### config.mk
export PLATFORM = sky130hd
export DESIGN_NAME = plb_slave_fsm
export DESIGN_NICKNAME = d
export VERILOG_FILES = /design/src/hdl/plb_ddr2_pkg.sv /design/src/hdl/plb_slave_fsm.sv
export SDC_FILE = /design/constraint.sdc
export NUM_CORES = 1
export LEC_CHECK = 0
export BUFFER_PORTS_ARGS = -buffer_cell sky130_fd_sc_hd__clkbuf_2
export CAP_MARGIN = 20
export CORE_MARGIN = 4
export CORE_UTILIZATION = 32
export DETAILED_ROUTE_END_ITERATION = 8
export GPL_TIMING_DRIVEN = 0
export HOLD_SLACK_MARGIN = 0.08
export SLEW_MARGIN = 30
export SYNTH_ARGS = -nofsm -noshare
export SYNTH_HDL_FRONTEND = slang
export SYNTH_SLANG_ARGS = --single-unit
### constraint.sdc
create_clock -name plb_clk -period 3.81 [get_ports plb_clk]
set_input_delay 0.762 -clock plb_clk [delete_from_list [all_inputs] [get_ports plb_clk]]
set_output_delay 0.762 -clock plb_clk [all_outputs]
set_load 0.02 [all_outputs]
### src/hdl/plb_ddr2_pkg.sv
package plb_ddr2_pkg;

   //----------------------------------------------------------------------
   // Memory window and sizes
   //----------------------------------------------------------------------

   localparam logic [31:0] MEM_BASE_ADDR = 32'h0000_0000;
   localparam logic [31:0] MEM_HIGH_ADDR = 32'h0000_0FFF;

   // 256 lines of 16 bytes
   localparam int LINE_AW     = 8;
   localparam int MEM_LINES   = 1 << LINE_AW;

   localparam int DWORD_W     = 64;
   localparam int DWORD_BYTES = DWORD_W / 8;
   localparam int LINE_W      = 2 * DWORD_W;
   localparam int LINE_BYTES  = LINE_W / 8;

   // Accepted PLB_size codes
   localparam logic [3:0] SIZE_SINGLE = 4'd0;
   localparam logic [3:0] SIZE_LINE   = 4'd1;

   // Read strobe to valid strobe, in cycles
   localparam int READ_LATENCY = 2;

   //----------------------------------------------------------------------
   // Bus request and memory command
   //----------------------------------------------------------------------

   typedef struct packed {
      logic [31:0]            addr;
      logic                   rnw;
      logic [DWORD_BYTES-1:0] be;
      logic [3:0]             size;
   } plb_req_t;

   // One memory line, whole or split by address bit 3
   typedef union packed {
      logic [LINE_W-1:0]           raw;
      logic [1:0][DWORD_W-1:0]     dword;
   } mem_line_u;

   typedef struct packed {
      logic                  rd;
      logic                  wr;
      logic [LINE_AW-1:0]    line_addr;
      // Bit 8k+i is byte i of doubleword k
      logic [LINE_BYTES-1:0] be;
      mem_line_u             wdata;
   } ddr_cmd_t;

endpackage

### src/hdl/plb_slave_fsm.sv
`timescale 1ns/1ps

module plb_slave_fsm (
   input  logic                                   plb_clk,
   input  logic                                   rst,
   input  logic                                   pa_valid,
   input  plb_ddr2_pkg::plb_req_t                 req,
   input  logic [1:0]                             beat,
   input  logic                                   last,
   input  logic                                   line_done,
   input  logic                                   rd_valid,
   output logic                                   cnt_clear,
   output logic                                   cnt_advance,
   output logic                                   wr_capture,
   output logic                                   rd_select,
   output logic                                   single,
   output logic                                   addr_bit3,
   output logic [plb_ddr2_pkg::DWORD_BYTES-1:0]   byte_en,
   output logic                                   cmd_rd,
   output logic                                   cmd_wr,
   output logic [plb_ddr2_pkg::LINE_AW-1:0]       line_addr,
   output logic                                   addr_ack,
   output logic                                   wr_dack,
   output logic                                   wr_comp,
   output logic                                   rd_dack,
   output logic                                   rd_comp,
   output logic [1:0]                             rd_wd_addr
);

   import plb_ddr2_pkg::*;

   typedef enum logic [1:0] {
      ST_IDLE,
      ST_WR_BEATS,
      ST_RD_WAIT,
      ST_RD_BEATS
   } state_t;

   state_t      state;
   logic        rd_second;
   logic [31:0] req_off;
   logic        req_single;
   logic        req_ok;
   logic        accept;
   logic        xfer_last;

   //----------------------------------------------------------------------
   // Request decode, only looked at while idle
   //----------------------------------------------------------------------

   // Addresses below the base wrap to a large offset and fall outside
   assign req_off    = req.addr - MEM_BASE_ADDR;
   assign req_single = (req.size == SIZE_SINGLE);
   assign req_ok     = (req_off <= (MEM_HIGH_ADDR - MEM_BASE_ADDR)) &&
                       (req_single || (req.size == SIZE_LINE));
   assign accept     = (state == ST_IDLE) && pa_valid && req_ok;

   // Single transfers end on their only beat
   assign xfer_last  = single || last;

   assign cnt_clear   = accept;
   assign cnt_advance = wr_dack || rd_dack;
   assign wr_capture  = wr_dack;
   assign rd_select   = rd_dack;
   assign rd_wd_addr  = rd_dack ? beat : 2'd0;

   // Transfer attributes, held for the open transfer
   always_ff @(posedge plb_clk) begin
      if (accept) begin
         single    <= req_single;
         addr_bit3 <= req.addr[3];
         byte_en   <= req.be;
         line_addr <= req_off[LINE_AW+3:4];
      end else if ((cmd_wr || cmd_rd) && !single) begin
         // Step to the second line of a line transfer
         line_addr <= line_addr + LINE_AW'(1);
      end
   end

   //----------------------------------------------------------------------
   // Control FSM
   //----------------------------------------------------------------------

   always_ff @(posedge plb_clk) begin
      if (rst) begin
         state     <= ST_IDLE;
         rd_second <= 1'b0;
         addr_ack  <= 1'b0;
         wr_dack   <= 1'b0;
         wr_comp   <= 1'b0;
         rd_dack   <= 1'b0;
         rd_comp   <= 1'b0;
         cmd_rd    <= 1'b0;
         cmd_wr    <= 1'b0;
      end else begin
         addr_ack <= accept;
         cmd_rd   <= 1'b0;
         // Line is complete after an odd beat, or after a single beat
         cmd_wr   <= wr_dack && (single || line_done);

         case (state)
            ST_IDLE: begin
               if (accept) begin
                  rd_second <= 1'b0;
                  if (req.rnw) begin
                     cmd_rd <= 1'b1;
                     state  <= ST_RD_WAIT;
                  end else begin
                     wr_dack <= 1'b1;
                     wr_comp <= req_single;
                     state   <= ST_WR_BEATS;
                  end
               end
            end

            ST_WR_BEATS: begin
               if (xfer_last) begin
                  wr_dack <= 1'b0;
                  wr_comp <= 1'b0;
                  state   <= ST_IDLE;
               end else begin
                  wr_comp <= (beat == 2'd2);
               end
            end

            ST_RD_WAIT: begin
               if (rd_valid) begin
                  rd_dack <= 1'b1;
                  rd_comp <= single;
                  state   <= ST_RD_BEATS;
                  // Second line fetch goes out right behind the first
                  if (!single && !rd_second) begin
                     cmd_rd    <= 1'b1;
                     rd_second <= 1'b1;
                  end
               end
            end

            ST_RD_BEATS: begin
               if (xfer_last) begin
                  rd_dack <= 1'b0;
                  rd_comp <= 1'b0;
                  state   <= ST_IDLE;
               end else if (line_done) begin
                  rd_dack <= 1'b0;
                  state   <= ST_RD_WAIT;
               end else begin
                  rd_comp <= (beat == 2'd2);
               end
            end

            default: state <= ST_IDLE;
         endcase
      end
   end

endmodule

==> summary.txt <==
status -> completed
leading area contributor after synthesis -> sky130_fd_sc_hd__edfxtp_1
number of antenna cells inserted -> 0
routed wire length per instance -> 12.4 µm
cell types occupying the most area after synthesis -> sky130_fd_sc_hd__edfxtp_1 (41%), sky130_fd_sc_hd__dfxtp_1 (15%), sky130_fd_sc_hd__mux2_2 (5.9%), sky130_fd_sc_hd__xnor2_1 (3.3%), sky130_fd_sc_hd__nor2_1 (2.8%)
CP Class -> input port to primary output
number of primary I/O pins -> 84
all-layer global routing usage -> 0.116
Max Fclk -> 322 MHz
buffers from clock root to sink, at most -> 2
critical path endpoint category -> primary output
number of antenna violations at the first check in global routing -> 0
number of synthesized register bits -> 28
number of placed cells counting well taps -> 246
RR Startpoint -> state[1]
fraction of final layout cells with drive strength greater than 1 -> 0.520
leading cell types in the layout, fill and taps excluded -> sky130_fd_sc_hd__clkbuf_2 (81), sky130_fd_sc_hd__edfxtp_1 (18), sky130_fd_sc_hd__nor2_1 (10), sky130_fd_sc_hd__dfxtp_1 (10)
sort of element at the start of the critical path -> input port
die boundary height -> 72.5 µm
number of gates resized after cts -> 0
GPL Wtd Cong -> 0.747
part of the total power dissipated in combinational logic -> 0.063
initial cell density of the core -> 0.333
sequential fraction of the synthesis area -> 0.556
IR Drop Worst-Case VDD -> 0.000204 V
worst slack on hold paths -> 475 ps
post-synth cell types -> 36
# Post-CTS Setup Buffers -> 0
maximum fanout encountered on the critical timing path -> 20
P&R area growth vs syn -> 40.1%
clock latency reported for the late side of the worst-skew pair -> 260 ps
Switching Power -> 100 µW
final hold vios -> 0
instance count of the mapped netlist -> 116
Rows -> 23
number of cells on the worst reg-to-reg path -> 6
arrival time reported for the critical path endpoint -> 2340 ps
Avg Inst Size Synth -> 11.5 µm²
die outline width -> 72.5 µm
Post-Route Skew -> 1.54 ps
critical path capture point -> cnt_clear
number of sinks handled by clock tree synthesis -> 28
violation count after the first detailed-routing iteration -> 31
cell with the largest stage delay on the worst path -> sky130_fd_sc_hd__buf_2
count of hold buffers inserted by post-cts repair -> 0
net count of the mapped netlist -> 170
post-route non-filler standard cell count -> 250
fraction of synthesis flops using an asynchronous set or reset pin -> 0
max-capacitance violation count -> 0
destination of the worst register-to-register timing path -> line_addr[4]
largest registers ranked by flip-flop count -> byte_en (8), line_addr (8), state (2)
multi-input combinational cell area -> 542 µm²
clock network fraction of total power -> 0.388
class of the tightest hold or removal check -> flop to flop
required arrival time at the worst endpoint -> 3050 ps
half-perimeter wire length after placement -> 2.60 mm
relative slew slack -> 0.497
utilization after layout -> 0.467
net total in the final layout -> 255
via count of the first global-routing pass -> 1,032
setup TNS -> 0 ps
setup slack, reg-to-reg -> 1450 ps
cell internal pwr -> 483 µW
CTS Root Buffer Type -> sky130_fd_sc_hd__clkbuf_8
Worst-path clk slew -> 90 ps
unrepaired setup endpoints after global routing -> false
final antenna-violating net count -> 0
share of total power in sequential cells -> 0.549
count of buffers from port buffering -> 80
core region area -> 4000 µm²
primary flip-flop cell chosen by synthesis mapping -> sky130_fd_sc_hd__edfxtp_1
final-report setup violation count -> 0
leakage power of the design -> 0.798 nW
average vias per placed instance -> 4.71
fraction of the cycle the final worst path needs -> 0.815
delay contributed by the slowest stage of the critical path -> 450 ps
H-tree depth -> 1
total power -> 583 µW
Crit path top cell by count -> sky130_fd_sc_hd__clkbuf_2
filler cell count in the final layout -> 381
CTS tree -> yes
total DRC errors in the routed layout -> 0
yosys warns -> 0
global-route wire length before repair -> 4.76 mm
overall via count from detail_route -> 1,177
sequence of cells on the critical path -> clkbuf_2, nor4b_2, nand4_2, nor3_1, buf_2, clkbuf_2
1st-pass router iterations -> 4
Worst setup startpoint -> req[29]
transition at the pin with the smallest max-transition slack -> 754 ps
total grt overflow -> 0
shortest clock period the worst path allows after layout -> 3110 ps
max-slew violations -> 0
top cell type's share of synthesized area -> 0.406
Reg area -> 741 µm²
switching fraction of total power -> 0.172
most frequent standard cell in the layout excluding fill and tap cells -> sky130_fd_sc_hd__clkbuf_2
number of synthesized flops with an enable pin -> 18
overall die area -> 5260 µm²
Power Dens Cells -> 312 nW/µm²
largest net degree at the start of global routing -> 21
Cell Area, Synth -> 1330 µm²
Post-Route WL -> 3.10 mm
clock buffer count from CTS -> 3
==> critical path: cells and delay by family <==
| kind | cells | cell delay, ps |
|---|---|---|
| buffers and inverters | 3 | 790 |
| AND/OR/NAND/NOR | 3 | 780 |
==> per-stage QoR <==
stage	area, µm²	setup slack [ps]
after global placement	1800	661
after CTS	1870	657
final	1870	704
after detailed placement	1800	645
after global routing	1870	511
after floorplan	1330	1150
==> layout make-up <==
class,instances,share of cell area
clock inverters,1,0.0161
multi-input cells,78,0.290
inverters,4,0.00804
clock buffers,3,0.0221
repair buffers,80,0.214
well taps,50,0.0335
flip-flops and latches,28,0.397
plain buffers,6,0.0188
==> Yosys cell counts, types with 2 or more instances <==
| master | n |
|---|---|
| sky130_fd_sc_hd__nand2_1 | 4 |
| sky130_fd_sc_hd__dfxtp_1 | 10 |
| sky130_fd_sc_hd__and3_1 | 3 |
| sky130_fd_sc_hd__and2_1 | 2 |
| sky130_fd_sc_hd__o21a_1 | 2 |
| sky130_fd_sc_hd__nor2_1 | 10 |
| sky130_fd_sc_hd__nand3_1 | 7 |
| sky130_fd_sc_hd__o21ai_0 | 5 |
| sky130_fd_sc_hd__a311oi_1 | 2 |
| sky130_fd_sc_hd__edfxtp_1 | 18 |
| sky130_fd_sc_hd__inv_1 | 4 |
| sky130_fd_sc_hd__nor4_2 | 2 |
| sky130_fd_sc_hd__mux2_2 | 7 |
| sky130_fd_sc_hd__or2_2 | 2 |
| sky130_fd_sc_hd__nor3_1 | 4 |
| sky130_fd_sc_hd__nor4_1 | 4 |
| sky130_fd_sc_hd__xnor2_1 | 5 |
| sky130_fd_sc_hd__a21oi_1 | 3 |
| sky130_fd_sc_hd__or3_1 | 2 |
| sky130_fd_sc_hd__buf_2 | 3 |
| sky130_fd_sc_hd__buf_4 | 2 |
==> routing by layer <==
layer,vias to the layer above,routed length [µm],track usage,share of wire
met2,66,1330,0.177,0.43
met1,512,1390,0.162,0.45
li1,597,-,-,-
met3,2,367,0.0388,0.12
met5,-,0,0,0
met4,0,17,0.0184,0.0055
==> worst min path at each step <==
stage | slack (ps) | end | depth (start not counted) | from
CTS | 480 | wr_comp | 2 | wr_comp
finish | 480 | wr_comp | 2 | wr_comp
global placement | 460 | wr_comp | 2 | wr_comp
detailed placement | 460 | wr_comp | 2 | wr_comp
floorplan | 470 | rd_second | 2 | rd_second
global route | 510 | wr_comp | 2 | wr_comp
==> power by group through the flow <==
stage	registers (mW)	logic, mW	clock network [mW]
2_1_floorplan	0.327	0.00800	0
3_5_place_dp	0.327	0.0369	0
3_3_place_gp	0.327	0.0360	0
4_1_cts	0.320	0.0371	0.237
5_1_grt	0.320	0.0409	0.250
6_report	0.320	0.0366	0.226
==> logic make-up (layout without fill, tap and decap cells) <==
kind of cell               count (synthesis)  in the layout  share of synthesized area
xor gates and xnor gates                   6              6                     0.0394
AOI/OAI and AO/OA                         17             17                     0.0854
DFF                                       28             28                      0.556
and+or+nand+nor                           46             46                      0.206
muxes                                      8              8                     0.0667
buffers and inverters                     10             94                     0.0375
adders and majority gates                  1              1                    0.00939
(Power assumes the default switching activity.)
