[src/hdl/plb_ddr2_pkg.sv]
package plb_ddr2_pkg;

   //----------------------------------------------------------------------
   // Memory window and sizes
   //----------------------------------------------------------------------

   localparam logic [31:0] MEM_BASE_ADDR = 32'h0000_0000;
   localparam logic [31:0] MEM_HIGH_ADDR = 32'h0000_0FFF;

   // 256 lines of 16 bytes
   localparam int LINE_AW     = 8;
   localparam int MEM_LINES   = 1 << LINE_AW;

   localparam int DWORD_W     = 64;
   localparam int DWORD_BYTES = DWORD_W / 8;
   localparam int LINE_W      = 2 * DWORD_W;
   localparam int LINE_BYTES  = LINE_W / 8;

   // Accepted PLB_size codes
   localparam logic [3:0] SIZE_SINGLE = 4'd0;
   localparam logic [3:0] SIZE_LINE   = 4'd1;

   // Read strobe to valid strobe, in cycles
   localparam int READ_LATENCY = 2;

   //----------------------------------------------------------------------
   // Bus request and memory command
   //----------------------------------------------------------------------

   typedef struct packed {
      logic [31:0]            addr;
      logic                   rnw;
      logic [DWORD_BYTES-1:0] be;
      logic [3:0]             size;
   } plb_req_t;

   // One memory line, whole or split by address bit 3
   typedef union packed {
      logic [LINE_W-1:0]           raw;
      logic [1:0][DWORD_W-1:0]     dword;
   } mem_line_u;

   typedef struct packed {
      logic                  rd;
      logic                  wr;
      logic [LINE_AW-1:0]    line_addr;
      // Bit 8k+i is byte i of doubleword k
      logic [LINE_BYTES-1:0] be;
      mem_line_u             wdata;
   } ddr_cmd_t;

endpackage

[src/hdl/line_buffer.sv]
`timescale 1ns/1ps

module line_buffer (
   input  logic                                  plb_clk,
   input  logic                                  rst,
   input  logic                                  wr_capture,
   input  logic                                  single,
   input  logic                                  addr_bit3,
   input  logic [plb_ddr2_pkg::DWORD_BYTES-1:0]  byte_en,
   input  logic [plb_ddr2_pkg::DWORD_W-1:0]      wr_dbus,
   input  logic [1:0]                            beat,
   input  logic                                  rd_select,
   input  logic                                  rd_valid,
   input  plb_ddr2_pkg::mem_line_u               rdata,
   output plb_ddr2_pkg::mem_line_u               wdata,
   output logic [plb_ddr2_pkg::LINE_BYTES-1:0]   line_be,
   output logic [plb_ddr2_pkg::DWORD_W-1:0]      rd_dbus
);

   import plb_ddr2_pkg::*;

   logic      slot;
   mem_line_u rd_line;

   // Doubleword slot within the line
   assign slot = single ? addr_bit3 : beat[0];

   //----------------------------------------------------------------------
   // Write side
   //----------------------------------------------------------------------

   always_ff @(posedge plb_clk) begin
      if (wr_capture) begin
         wdata.dword[slot] <= wr_dbus;
      end
   end

   always_ff @(posedge plb_clk) begin
      if (rst) begin
         line_be <= '0;
      end else if (wr_capture) begin
         if (single) begin
            // Only the addressed doubleword is written
            if (addr_bit3) begin
               line_be <= {byte_en, {DWORD_BYTES{1'b0}}};
            end else begin
               line_be <= {{DWORD_BYTES{1'b0}}, byte_en};
            end
         end else begin
            line_be[DWORD_BYTES*slot +: DWORD_BYTES] <= '1;
         end
      end
   end

   //----------------------------------------------------------------------
   // Read side
   //----------------------------------------------------------------------

   always_ff @(posedge plb_clk) begin
      if (rd_valid) begin
         rd_line <= rdata;
      end
   end

   // Bus is quiet outside read beats
   assign rd_dbus = rd_select ? rd_line.dword[slot] : '0;

endmodule

[config.mk]
export PLATFORM = sky130hd
export DESIGN_NAME = line_buffer
export DESIGN_NICKNAME = d
export VERILOG_FILES = /design/src/hdl/plb_ddr2_pkg.sv /design/src/hdl/line_buffer.sv
export SDC_FILE = /design/constraint.sdc
export NUM_CORES = 1
export LEC_CHECK = 0
export ABC_AREA = 0
export BUFFER_PORTS_ARGS = -buffer_cell sky130_fd_sc_hd__clkbuf_2
export CORE_AREA = 5 5 160 162
export CTS_CLUSTER_DIAMETER = 40
export DETAILED_ROUTE_END_ITERATION = 12
export DIE_AREA = 0 0 165 167
export GPL_ROUTABILITY_DRIVEN = 0
export MAX_ROUTING_LAYER = met4
export PLACE_DENSITY = 0.65
export SLEW_MARGIN = 20
export SYNTH_ARGS = -nofsm -noshare
export SYNTH_HDL_FRONTEND = slang
export SYNTH_SLANG_ARGS = --single-unit
[constraint.sdc]
create_clock -name plb_clk -period 5 [get_ports plb_clk]
set_input_delay 0.75 -clock plb_clk [delete_from_list [all_inputs] [get_ports plb_clk]]
set_output_delay 0.75 -clock plb_clk [all_outputs]
set_load 0.02 [all_outputs]
==> summary.txt, run 1 <==
Critical path
  – CP Cell Sequence: clkbuf_2 -> mux2i_4 -> buf_4 -> nand2_1 -> a21boi_1 -> clkbuf_2
  – Most used cell, CP: clkbuf_2
  – Cells on worst reg2reg path: 2
  – FF-to-FF End: line_be[2]$_SDFFE_PP0P_
  – CP peak stage delay: 0.88 ns
  – Reg-to-Reg Start: line_be[2]$_SDFFE_PP0P_
  – Critical path fanouts, max: 26
  – CP max stage cell: mux2i_4
  – CP Class: in -> out
  – Critical path endpoint category: output port
  – FF-to-FF setup slack: 4.30 ns
  – Critical path required time: 4.25 ns
  – WP data arrival: 2.70 ns
  – CP Launch Type: input port

Route
  – DR vias: 6237
  – DRC viols: 0
  – 1st-iter DRT viols: 406
  – WL/cell: 19.7 um
  – Final WL: 26300 um
  – First drt pass iteration count: 4
  – Post-route ant nets: 0
  – Vias/cell: 4.68

Worst hold path
  – Min-Delay Path Depth: 1
  – Worst min path class: in -> reg
  – Hold endpoint: rd_line[97]$_DFFE_PP_
  – Min-delay src: rdata[97]

Clock network
  – CTS buffer count: 35
  – Setup Fix Bufs, Post-CTS: 0
  – TritonCTS clock tree: built
  – Worst-case clock buffer depth: 3
  – H-tree levels: 2
  – Clock slew at reported path FFs: 0.05 ns
  – Clk sinks: 272
  – # hold bufs at CTS: 0
  – Post_cts resized: 0
  – CTS root buffer: clkbuf_16
  – Worst-Skew Late Latency: 0.50 ns

Pwr
  – Total power: 5.79 mW
  – Power Density: 442 nW/um^2
  – IR drop worst, VDD: 0.297 mV
  – Leakage power: 5.53 nW

GRT
  – Gr ovfl total: 0
  – Initial antenna violation count: 1
  – Vias in the first global route: 6622
  – Total track usage: 18.9%
  – First-pass GRT wire length: 38200 um
  – Largest net degree at the start of global routing: 124

Synthesis
  – Syn nets: 750
  – Synth unique cells: 22
  – Mapped Area: 9440 sq um
  – EDFF count, synth: 256
  – Ys flop type: edfxtp_1
  – Yosys warning total: 0
  – Async SR Flop Fraction: 0%
  – Synthesized flop and latch total: 272
  – Seq/Total Area, Yosys: 84.8%
  – Cell taking the most area after synthesis: edfxtp_1
  – Top-area cell type share of the netlist area: 81.4%
  – Synthesized instance count: 541
  – Avg Cell Area, Syn: 17.4 sq um
  – Most area-consuming cells after synthesis: edfxtp_1 (81%), nand2_1 (5.1%), a21boi_1 (4.9%), dfxtp_1 (3.4%), buf_4 (0.87%)

Cells and area
  – Leading cell types in the layout, fill and taps excluded: clkbuf_2 (414), edfxtp_1 (256), nand2_1 (129)
  – Layout cells sized above 1: 48.2%
  – Number of nets in the layout: 1189
  – Final core occ: 54.6%
  – Commonest non-fill, non-tap cell in the layout: clkbuf_2
  – Area Overhead vs Synth: 38.5%

Timing
  – Fmax: 0.290 GHz
  – Final count of hold timing violations: 0
  – Fin crit share: 69.1%
  – Slew headroom: 32.3%
  – Slew @ Worst Pin: 0.994 ns
  – Layout Skew: 0 ns
  – Final setup vio count: 0
  – Max Slew Vio Count: 0
  – RSZ-0062 raised after global routing: false
  – Minimum clock period: 3.45 ns
  – WHS: 0.432 ns
  – Setup_tns: 0 ns

Floorplanning
  – Boundary Pins: 417
  – Die X: 165 um
  – Area of the core: 24000 sq um
  – Die Span Y: 167 um
  – Die area: 27600 sq um
  – Initial core utilization: 39.4%
  – Site Rows: 57

Job
  – Max Cap Viol: 0

Placement
  – PortBufs: 415
  – Post-DP HPWL: 19300 um

Run status
  – Status: complete, no violations
-- worst max-delay path: cells and delay by family --
kind	cells	cell delay, ns
simple gates	1	0.07
compound gates	1	0.18
buf+inv	3	0.79
mux	1	0.88
-- synth_stat cells, drive strengths merged, types with 2 or more instances --
master,count
nor2,10
o2bb2ai,4
a22o,4
nor3,4
and2,2
buf,15
edfxtp,256
a21boi,64
a311oi,4
a21oi,9
nand2b,9
nand2,129
dfxtp,16
clkbuf,10
-- worst max-delay path by stage --
stage | startpoint | end | depth (start not counted)
4_1_cts | single | rd_dbus[33] | 6
3_5_place_dp | single | rd_dbus[33] | 6
6_report | single | rd_dbus[33] | 6
2_1_floorplan | addr_bit3 | wdata[0]$_DFFE_PP_ | 5
5_1_grt | single | rd_dbus[33] | 6
3_3_place_gp | single | wdata[23]$_DFFE_PP_ | 5
-- report_power, final --
| part | internal, mW | leakage (nW) | switching, mW | total (mW) |
|---|---|---|---|---|
| Clock | 1.54 | 0.562 | 0.902 | 2.44 |
| Sequential | 2.69 | 2.59 | 0.0487 | 2.74 |
| Combinational | 0.199 | 2.38 | 0.407 | 0.606 |
| Total | 4.43 | 5.53 | 1.36 | 5.79 |
-- metal layers --
layer  GRT usage [%]  wire length [um]  up-vias
met5               -                 0        -
met4            4.16               363        0
met3            10.8              4050       30
met2            31.6             13100      301
met1            19.2              8800     3018
li1                -                 -     2888
-- sequential cells by signal (all words and copies together), names as in the netlist --
register / flops
wdata: 128
rd_line: 128
line_be: 16
-- cell families after synthesis --
kind of cell / count (synthesis) / share of synthesized area (%)
compound gates: 86 / 6.76
simple gates: 156 / 6.68
flops: 272 / 84.8
buf+inv: 25 / 1.47
mux: 2 / 0.265
-- stage by stage --
stage               instances  area, sq um  setup WS (ns)
floorplan                 541         9440           1.58
global placement         1267        11900           1.45
detailed placement       1267        11900           1.45
CTS                      1330        13100           1.45
global route             1331        13100           1.30
finish                   1332        13100           1.55
-- area by class of cell --
class                           instances  area, sq um
Antenna cell                            2         5.00
Clock buffer                           42          923
Clock inverter                         21          235
Fill cell                            2000        10900
Multi-Input combinational cell        244         1310
Sequential cell                       272         8010
Tap cell                              324          405
Timing Repair Buffer                  427         2190
No activity file was read; power rests on OpenSTA's default activity.
==> run 2: changes to the inputs <==
--- a/config.mk
+++ b/config.mk
@@ -7,13 +7,13 @@
 export LEC_CHECK = 0
 export ABC_AREA = 0
 export BUFFER_PORTS_ARGS = -buffer_cell sky130_fd_sc_hd__clkbuf_2
-export CORE_AREA = 5 5 160 162
+export CORE_AREA = 5 5 161 163
 export CTS_CLUSTER_DIAMETER = 40
 export DETAILED_ROUTE_END_ITERATION = 12
-export DIE_AREA = 0 0 165 167
+export DIE_AREA = 0 0 166 168
 export GPL_ROUTABILITY_DRIVEN = 0
 export MAX_ROUTING_LAYER = met4
-export PLACE_DENSITY = 0.65
+export PLACE_DENSITY = 0.67
 export SLEW_MARGIN = 20
 export SYNTH_ARGS = -nofsm -noshare
 export SYNTH_HDL_FRONTEND = slang
==> constraint.sdc (replaced) <==
create_clock -name plb_clk -period 2.9 [get_ports plb_clk]
set_input_delay 0.435 -clock plb_clk [delete_from_list [all_inputs] [get_ports plb_clk]]
set_output_delay 0.435 -clock plb_clk [all_outputs]
set_load 0.02 [all_outputs]
==> run 2 against run 1 <==
Die area rose by 1.2%; sequential cell count did not move; cell count rose by 0.38%; global-route usage rose by 0.51 points; critical path depth did not move; highest routed layer unchanged; clock-buffer cell count rose by 5; largest power group unchanged; worst hold slack got worse by 0.32 ns; sequential power rose by 73%; setup slack got worse by 0.89 ns; combinational power rose by 75%; largest cell class unchanged; clock skew did not move; register-to-register slack got worse by 2.1 ns.
==> summary.txt, run 2 (same netlist as run 1, synthesis figures left out) <==
Critical path
  – CP Class: in -> out
  – Critical path fanouts, max: 48
  – Critical path endpoint category: output port
  – WP data arrival: 1.80 ns
  – CP Launch Type: input port
  – Critical path required time: 2.47 ns

Timing
  – Max Slew Vio Count: 0
  – RSZ-0062 raised after global routing: false
  – Minimum clock period: 2.24 ns
  – Slew @ Worst Pin: 0.612 ns
  – Fmax: 0.447 GHz
  – Final count of hold timing violations: 0
  – Fin crit share: 77.2%
  – Setup_tns: 0 ns
  – WHS: 0.109 ns
  – Slew headroom: 59.2%
  – Worst setup margin: 0.662 ns
  – Final setup vio count: 0
  – Layout Skew: 0 ns

Placement
  – DP Cell Count: 1269
  – Pre-CTS setup slack: 0.656 ns
  – PortBufs: 415
  – Post-DP HPWL: 20100 um
  – Placed instance area: 12000 sq um

Route
  – 1st-iter DRT viols: 481
  – Post-route ant nets: 0
  – First drt pass iteration count: 5
  – Final WL: 27500 um
  – WL/cell: 20.6 um
  – Vias/cell: 4.76
  – DRC viols: 0
  – DR vias: 6358

GRT
  – Vias in the first global route: 6814
  – Initial antenna violation count: 1
  – GR Util met2: 32.4%
  – GR peak layer: met2
  – Total track usage: 19.4%
  – Gr ovfl total: 0
  – Met3 Resource Use GR: 10.6%
  – Largest net degree at the start of global routing: 65
  – First-pass GRT wire length: 40100 um
  – Met1 usage: 19.8%

Clock network
  – Post_cts resized: 0
  – TritonCTS clock tree: built
  – H-tree levels: 2
  – CTS root buffer: clkbuf_16
  – Worst-Skew Late Latency: 0.50 ns
  – Setup Fix Bufs, Post-CTS: 0
  – # hold bufs at CTS: 0
  – Clk sinks: 272
  – CTS buffer count: 37
  – Worst-case clock buffer depth: 3
  – Clock slew at reported path FFs: 0.06 ns

Cells and area
  – Commonest non-fill, non-tap cell in the layout: clkbuf_2
  – Multi-input logic area: 1310 sq um
  – Leading cell types in the layout, fill and taps excluded: clkbuf_2 (414), edfxtp_1 (256), nand2_1 (129)
  – Final core occ: 54.9%
  – Layout cells sized above 1: 48.5%
  – Register Area: 8010 sq um
  – Final Non-Filler Cells: 1337
  – Number of nets in the layout: 1193
  – Area Overhead vs Synth: 40.5%
  – Finished Cell Area: 13300 sq um
  – # fillers: 1977

Floorplanning
  – Die X: 166 um
  – Die Span Y: 168 um
  – Area of the core: 24200 sq um
  – Initial core utilization: 39.0%
  – Die area: 27900 sq um
  – Site Rows: 57
  – Boundary Pins: 417

Run status
  – Status: complete, no violations

Job
  – Max Cap Viol: 0

Pwr
  – IR drop worst, VDD: 0.574 mV
  – Power Density: 785 nW/um^2
  – Leakage power: 5.61 nW
  – Total power: 10.4 mW

Worst hold path
  – Worst min path class: in -> reg
run 2: worst max-delay path: stages:
cell	delay, ns
clkbuf_2	0.15
mux2i_4	0.28
buf_12	0.25
nand2_1	0.09
a21boi_1	0.31
clkbuf_2	0.24
run 2: cell type report:
type	instances	area share (%)
tap	324	3.06
multi-input combinational	244	9.84
timing repair buffer	429	17.0
clock inverter	20	1.95
clock buffer	47	7.73
antenna	1	0.0189
sequential	272	60.4
run 2: final timing paths:
| check | startpoint | endpoint | slack [ns] | depth (start not counted) |
|---|---|---|---|---|
| worst max-delay path | single | rd_dbus[10] | 0.66 | 6 |
| worst max register to register | line_be[7]$_SDFFE_PP0P_ | line_be[7]$_SDFFE_PP0P_ | 2.17 | 2 |
| worst min-delay path | rdata[94] | rd_line[94]$_DFFE_PP_ | 0.11 | 1 |
| worst min register to register | line_be[6]$_SDFFE_PP0P_ | line_be[6]$_SDFFE_PP0P_ | 0.47 | 1 |
run 2: power by group:
group	switching, mW	total [mW]	leakage, nW	internal (mW)
Clock	1.64	4.62	0.612	2.97
Sequential	0.0887	4.73	2.59	4.64
Combinational	0.710	1.06	2.41	0.353
run 2: metal layers:
layer	vias up	wire length [um]
met2	324	13500
met5	-	0
li1	2909	-
met1	3069	9480
met4	0	762
met3	56	3770
==> run 3: changes to the inputs <==
==> constraint.sdc (replaced) <==
create_clock -name plb_clk -period 2 [get_ports plb_clk]
set_input_delay 0.3 -clock plb_clk [delete_from_list [all_inputs] [get_ports plb_clk]]
set_output_delay 0.3 -clock plb_clk [all_outputs]
set_load 0.02 [all_outputs]
==> run 3 against run 2 <==
Sequential cell count unchanged; die area unchanged; worst hold slack worse by 0.077 ns; clock skew unchanged; design area is 13% higher; first-iteration DRC count increased by 14%; cell count increased by 14%; total power up 39%; combinational power grew 82%; core utilization increased by 7.3 points; global-route usage is 2.4 points higher; highest routed layer unchanged.
==> summary.txt, run 3 (same netlist as run 1, synthesis figures left out) <==
Run status
  – Status: complete, no violations

Cells and area
  – Layout cells sized above 1: 41.2%
  – Finished Cell Area: 15000 sq um
  – # fillers: 1730
  – Number of nets in the layout: 1384
  – Leading cell types in the layout, fill and taps excluded: clkbuf_2 (412), edfxtp_1 (256), dlygate4sd3_1 (183)
  – Area Overhead vs Synth: 59.3%
  – Commonest non-fill, non-tap cell in the layout: clkbuf_2

Floorplanning
  – Die X: 166 um
  – Die Span Y: 168 um
  – Initial core utilization: 39.0%
  – Area of the core: 24200 sq um
  – Boundary Pins: 417
  – Site Rows: 57
  – Die area: 27900 sq um

Timing
  – Slew @ Worst Pin: 0.913 ns
  – Final count of hold timing violations: 0
  – Minimum clock period: 1.93 ns
  – WHS: 0.0312 ns
  – Slew headroom: 39.2%
  – RSZ-0062 raised after global routing: false
  – Layout Skew: 0 ns
  – Final setup vio count: 0
  – Fin crit share: 96.5%
  – Setup_tns: 0 ns
  – Fmax: 0.518 GHz
  – Max Slew Vio Count: 0

Clock network
  – H-tree levels: 2
  – CTS root buffer: clkbuf_16
  – Worst-case clock buffer depth: 3
  – Setup Fix Bufs, Post-CTS: 0
  – CTS buffer count: 35
  – Worst-Skew Late Latency: 0.47 ns
  – Clk sinks: 272
  – Clock slew at reported path FFs: 0.06 ns
  – TritonCTS clock tree: built

Critical path
  – CP Cell Sequence: clkbuf_2 -> mux2i_4 -> buf_12 -> buf_12 -> nand2_1 -> a21boi_1 -> clkbuf_2
  – CP peak stage delay: 0.33 ns
  – Critical path endpoint category: output port
  – CP max stage cell: mux2i_4
  – Critical path fanouts, max: 15
  – WP data arrival: 1.63 ns
  – CP Launch Type: input port
  – Critical path required time: 1.70 ns
  – CP Class: in -> out

Route
  – DR vias: 7207
  – Final WL: 30600 um
  – Vias/cell: 4.72
  – Post-route ant nets: 0
  – First drt pass iteration count: 5
  – 1st-iter DRT viols: 548
  – DRC viols: 0
  – WL/cell: 20.1 um

GRT
  – Largest net degree at the start of global routing: 65
  – Vias in the first global route: 7991
  – Total track usage: 21.8%
  – Gr ovfl total: 0
  – Initial antenna violation count: 4
  – First-pass GRT wire length: 46200 um

Pwr
  – Leakage power: 6.37 nW
  – IR drop worst, VDD: 0.885 mV
  – Power Density: 965 nW/um^2

Job
  – Max Cap Viol: 0

Placement
  – PortBufs: 415
  – Placed instance area: 12200 sq um
  – Post-DP HPWL: 19900 um

Worst hold path
  – Worst min path class: in -> reg
run 3: final timing paths:
check        slack [ns]                       to                     from  cells past startpoint
max                0.07              rd_dbus[56]                   single                      7
min                0.03      wdata[45]$_DFFE_PP_              wr_dbus[45]                      1
max reg2reg        1.25  line_be[7]$_SDFFE_PP0P_  line_be[7]$_SDFFE_PP0P_                      2
min reg2reg        0.46  line_be[6]$_SDFFE_PP0P_  line_be[6]$_SDFFE_PP0P_                      1
run 3: final cells by class:
class	instances	area, sq um	area share, %
Antenna cell	4	10.0	0.0666
Sequential cell	272	8010	53.2
Timing Repair Buffer	622	4250	28.3
Clock inverter	19	153	1.01
Clock buffer	41	898	5.97
Multi-Input combinational cell	244	1310	8.72
Tap cell	324	405	2.70
run 3: report_power, final:
group,internal [mW],total [mW],leakage [nW],switching [mW]
Clock,3.39,5.72,0.520,2.33
Sequential,6.73,6.87,2.59,0.135
Combinational,0.790,1.93,3.26,1.14
Total,10.9,14.5,6.37,3.60
run 3: per-layer routing:
metal	vias up	routed length (um)	global-route usage, %
met2	370	15700	37.7
met3	67	3220	8.86
li1	3280	-	-
met4	0	841	6.60
met5	-	0	-
met1	3490	10800	23.1
run 3: through the flow:
step | setup slack (ns) | util, % | instances | power, mW
3_5_place_dp | 0.00619 | 50.3 | 1280 | 8.58
5_1_grt | 0.000282 | 62.2 | 1526 | 15.1
6_report | 0.0703 | 62.2 | 1526 | 14.5
4_1_cts | 0.0733 | 62.1 | 1520 | 14.6
3_3_place_gp | 0.0669 | 50.3 | 1280 | 8.54
2_1_floorplan | 0.0617 | - | 541 | 7.73
run 3: worst max-delay path, delay by kind of cell:
family                 cells  cell delay (ns)
buffers and inverters      4             0.72
multiplexers               1             0.33
AO/OA/AOI/OAI              1             0.19
AND/OR/NAND/NOR            1             0.07
run 3: what timing repair did:
action | 4_1_cts | 5_1_grt
endpoints found under the hold margin | 233 | 5
setup endpoints to repair | 0 | 10
hold buffers | 180 | 3
gates resized for setup | 0 | 3
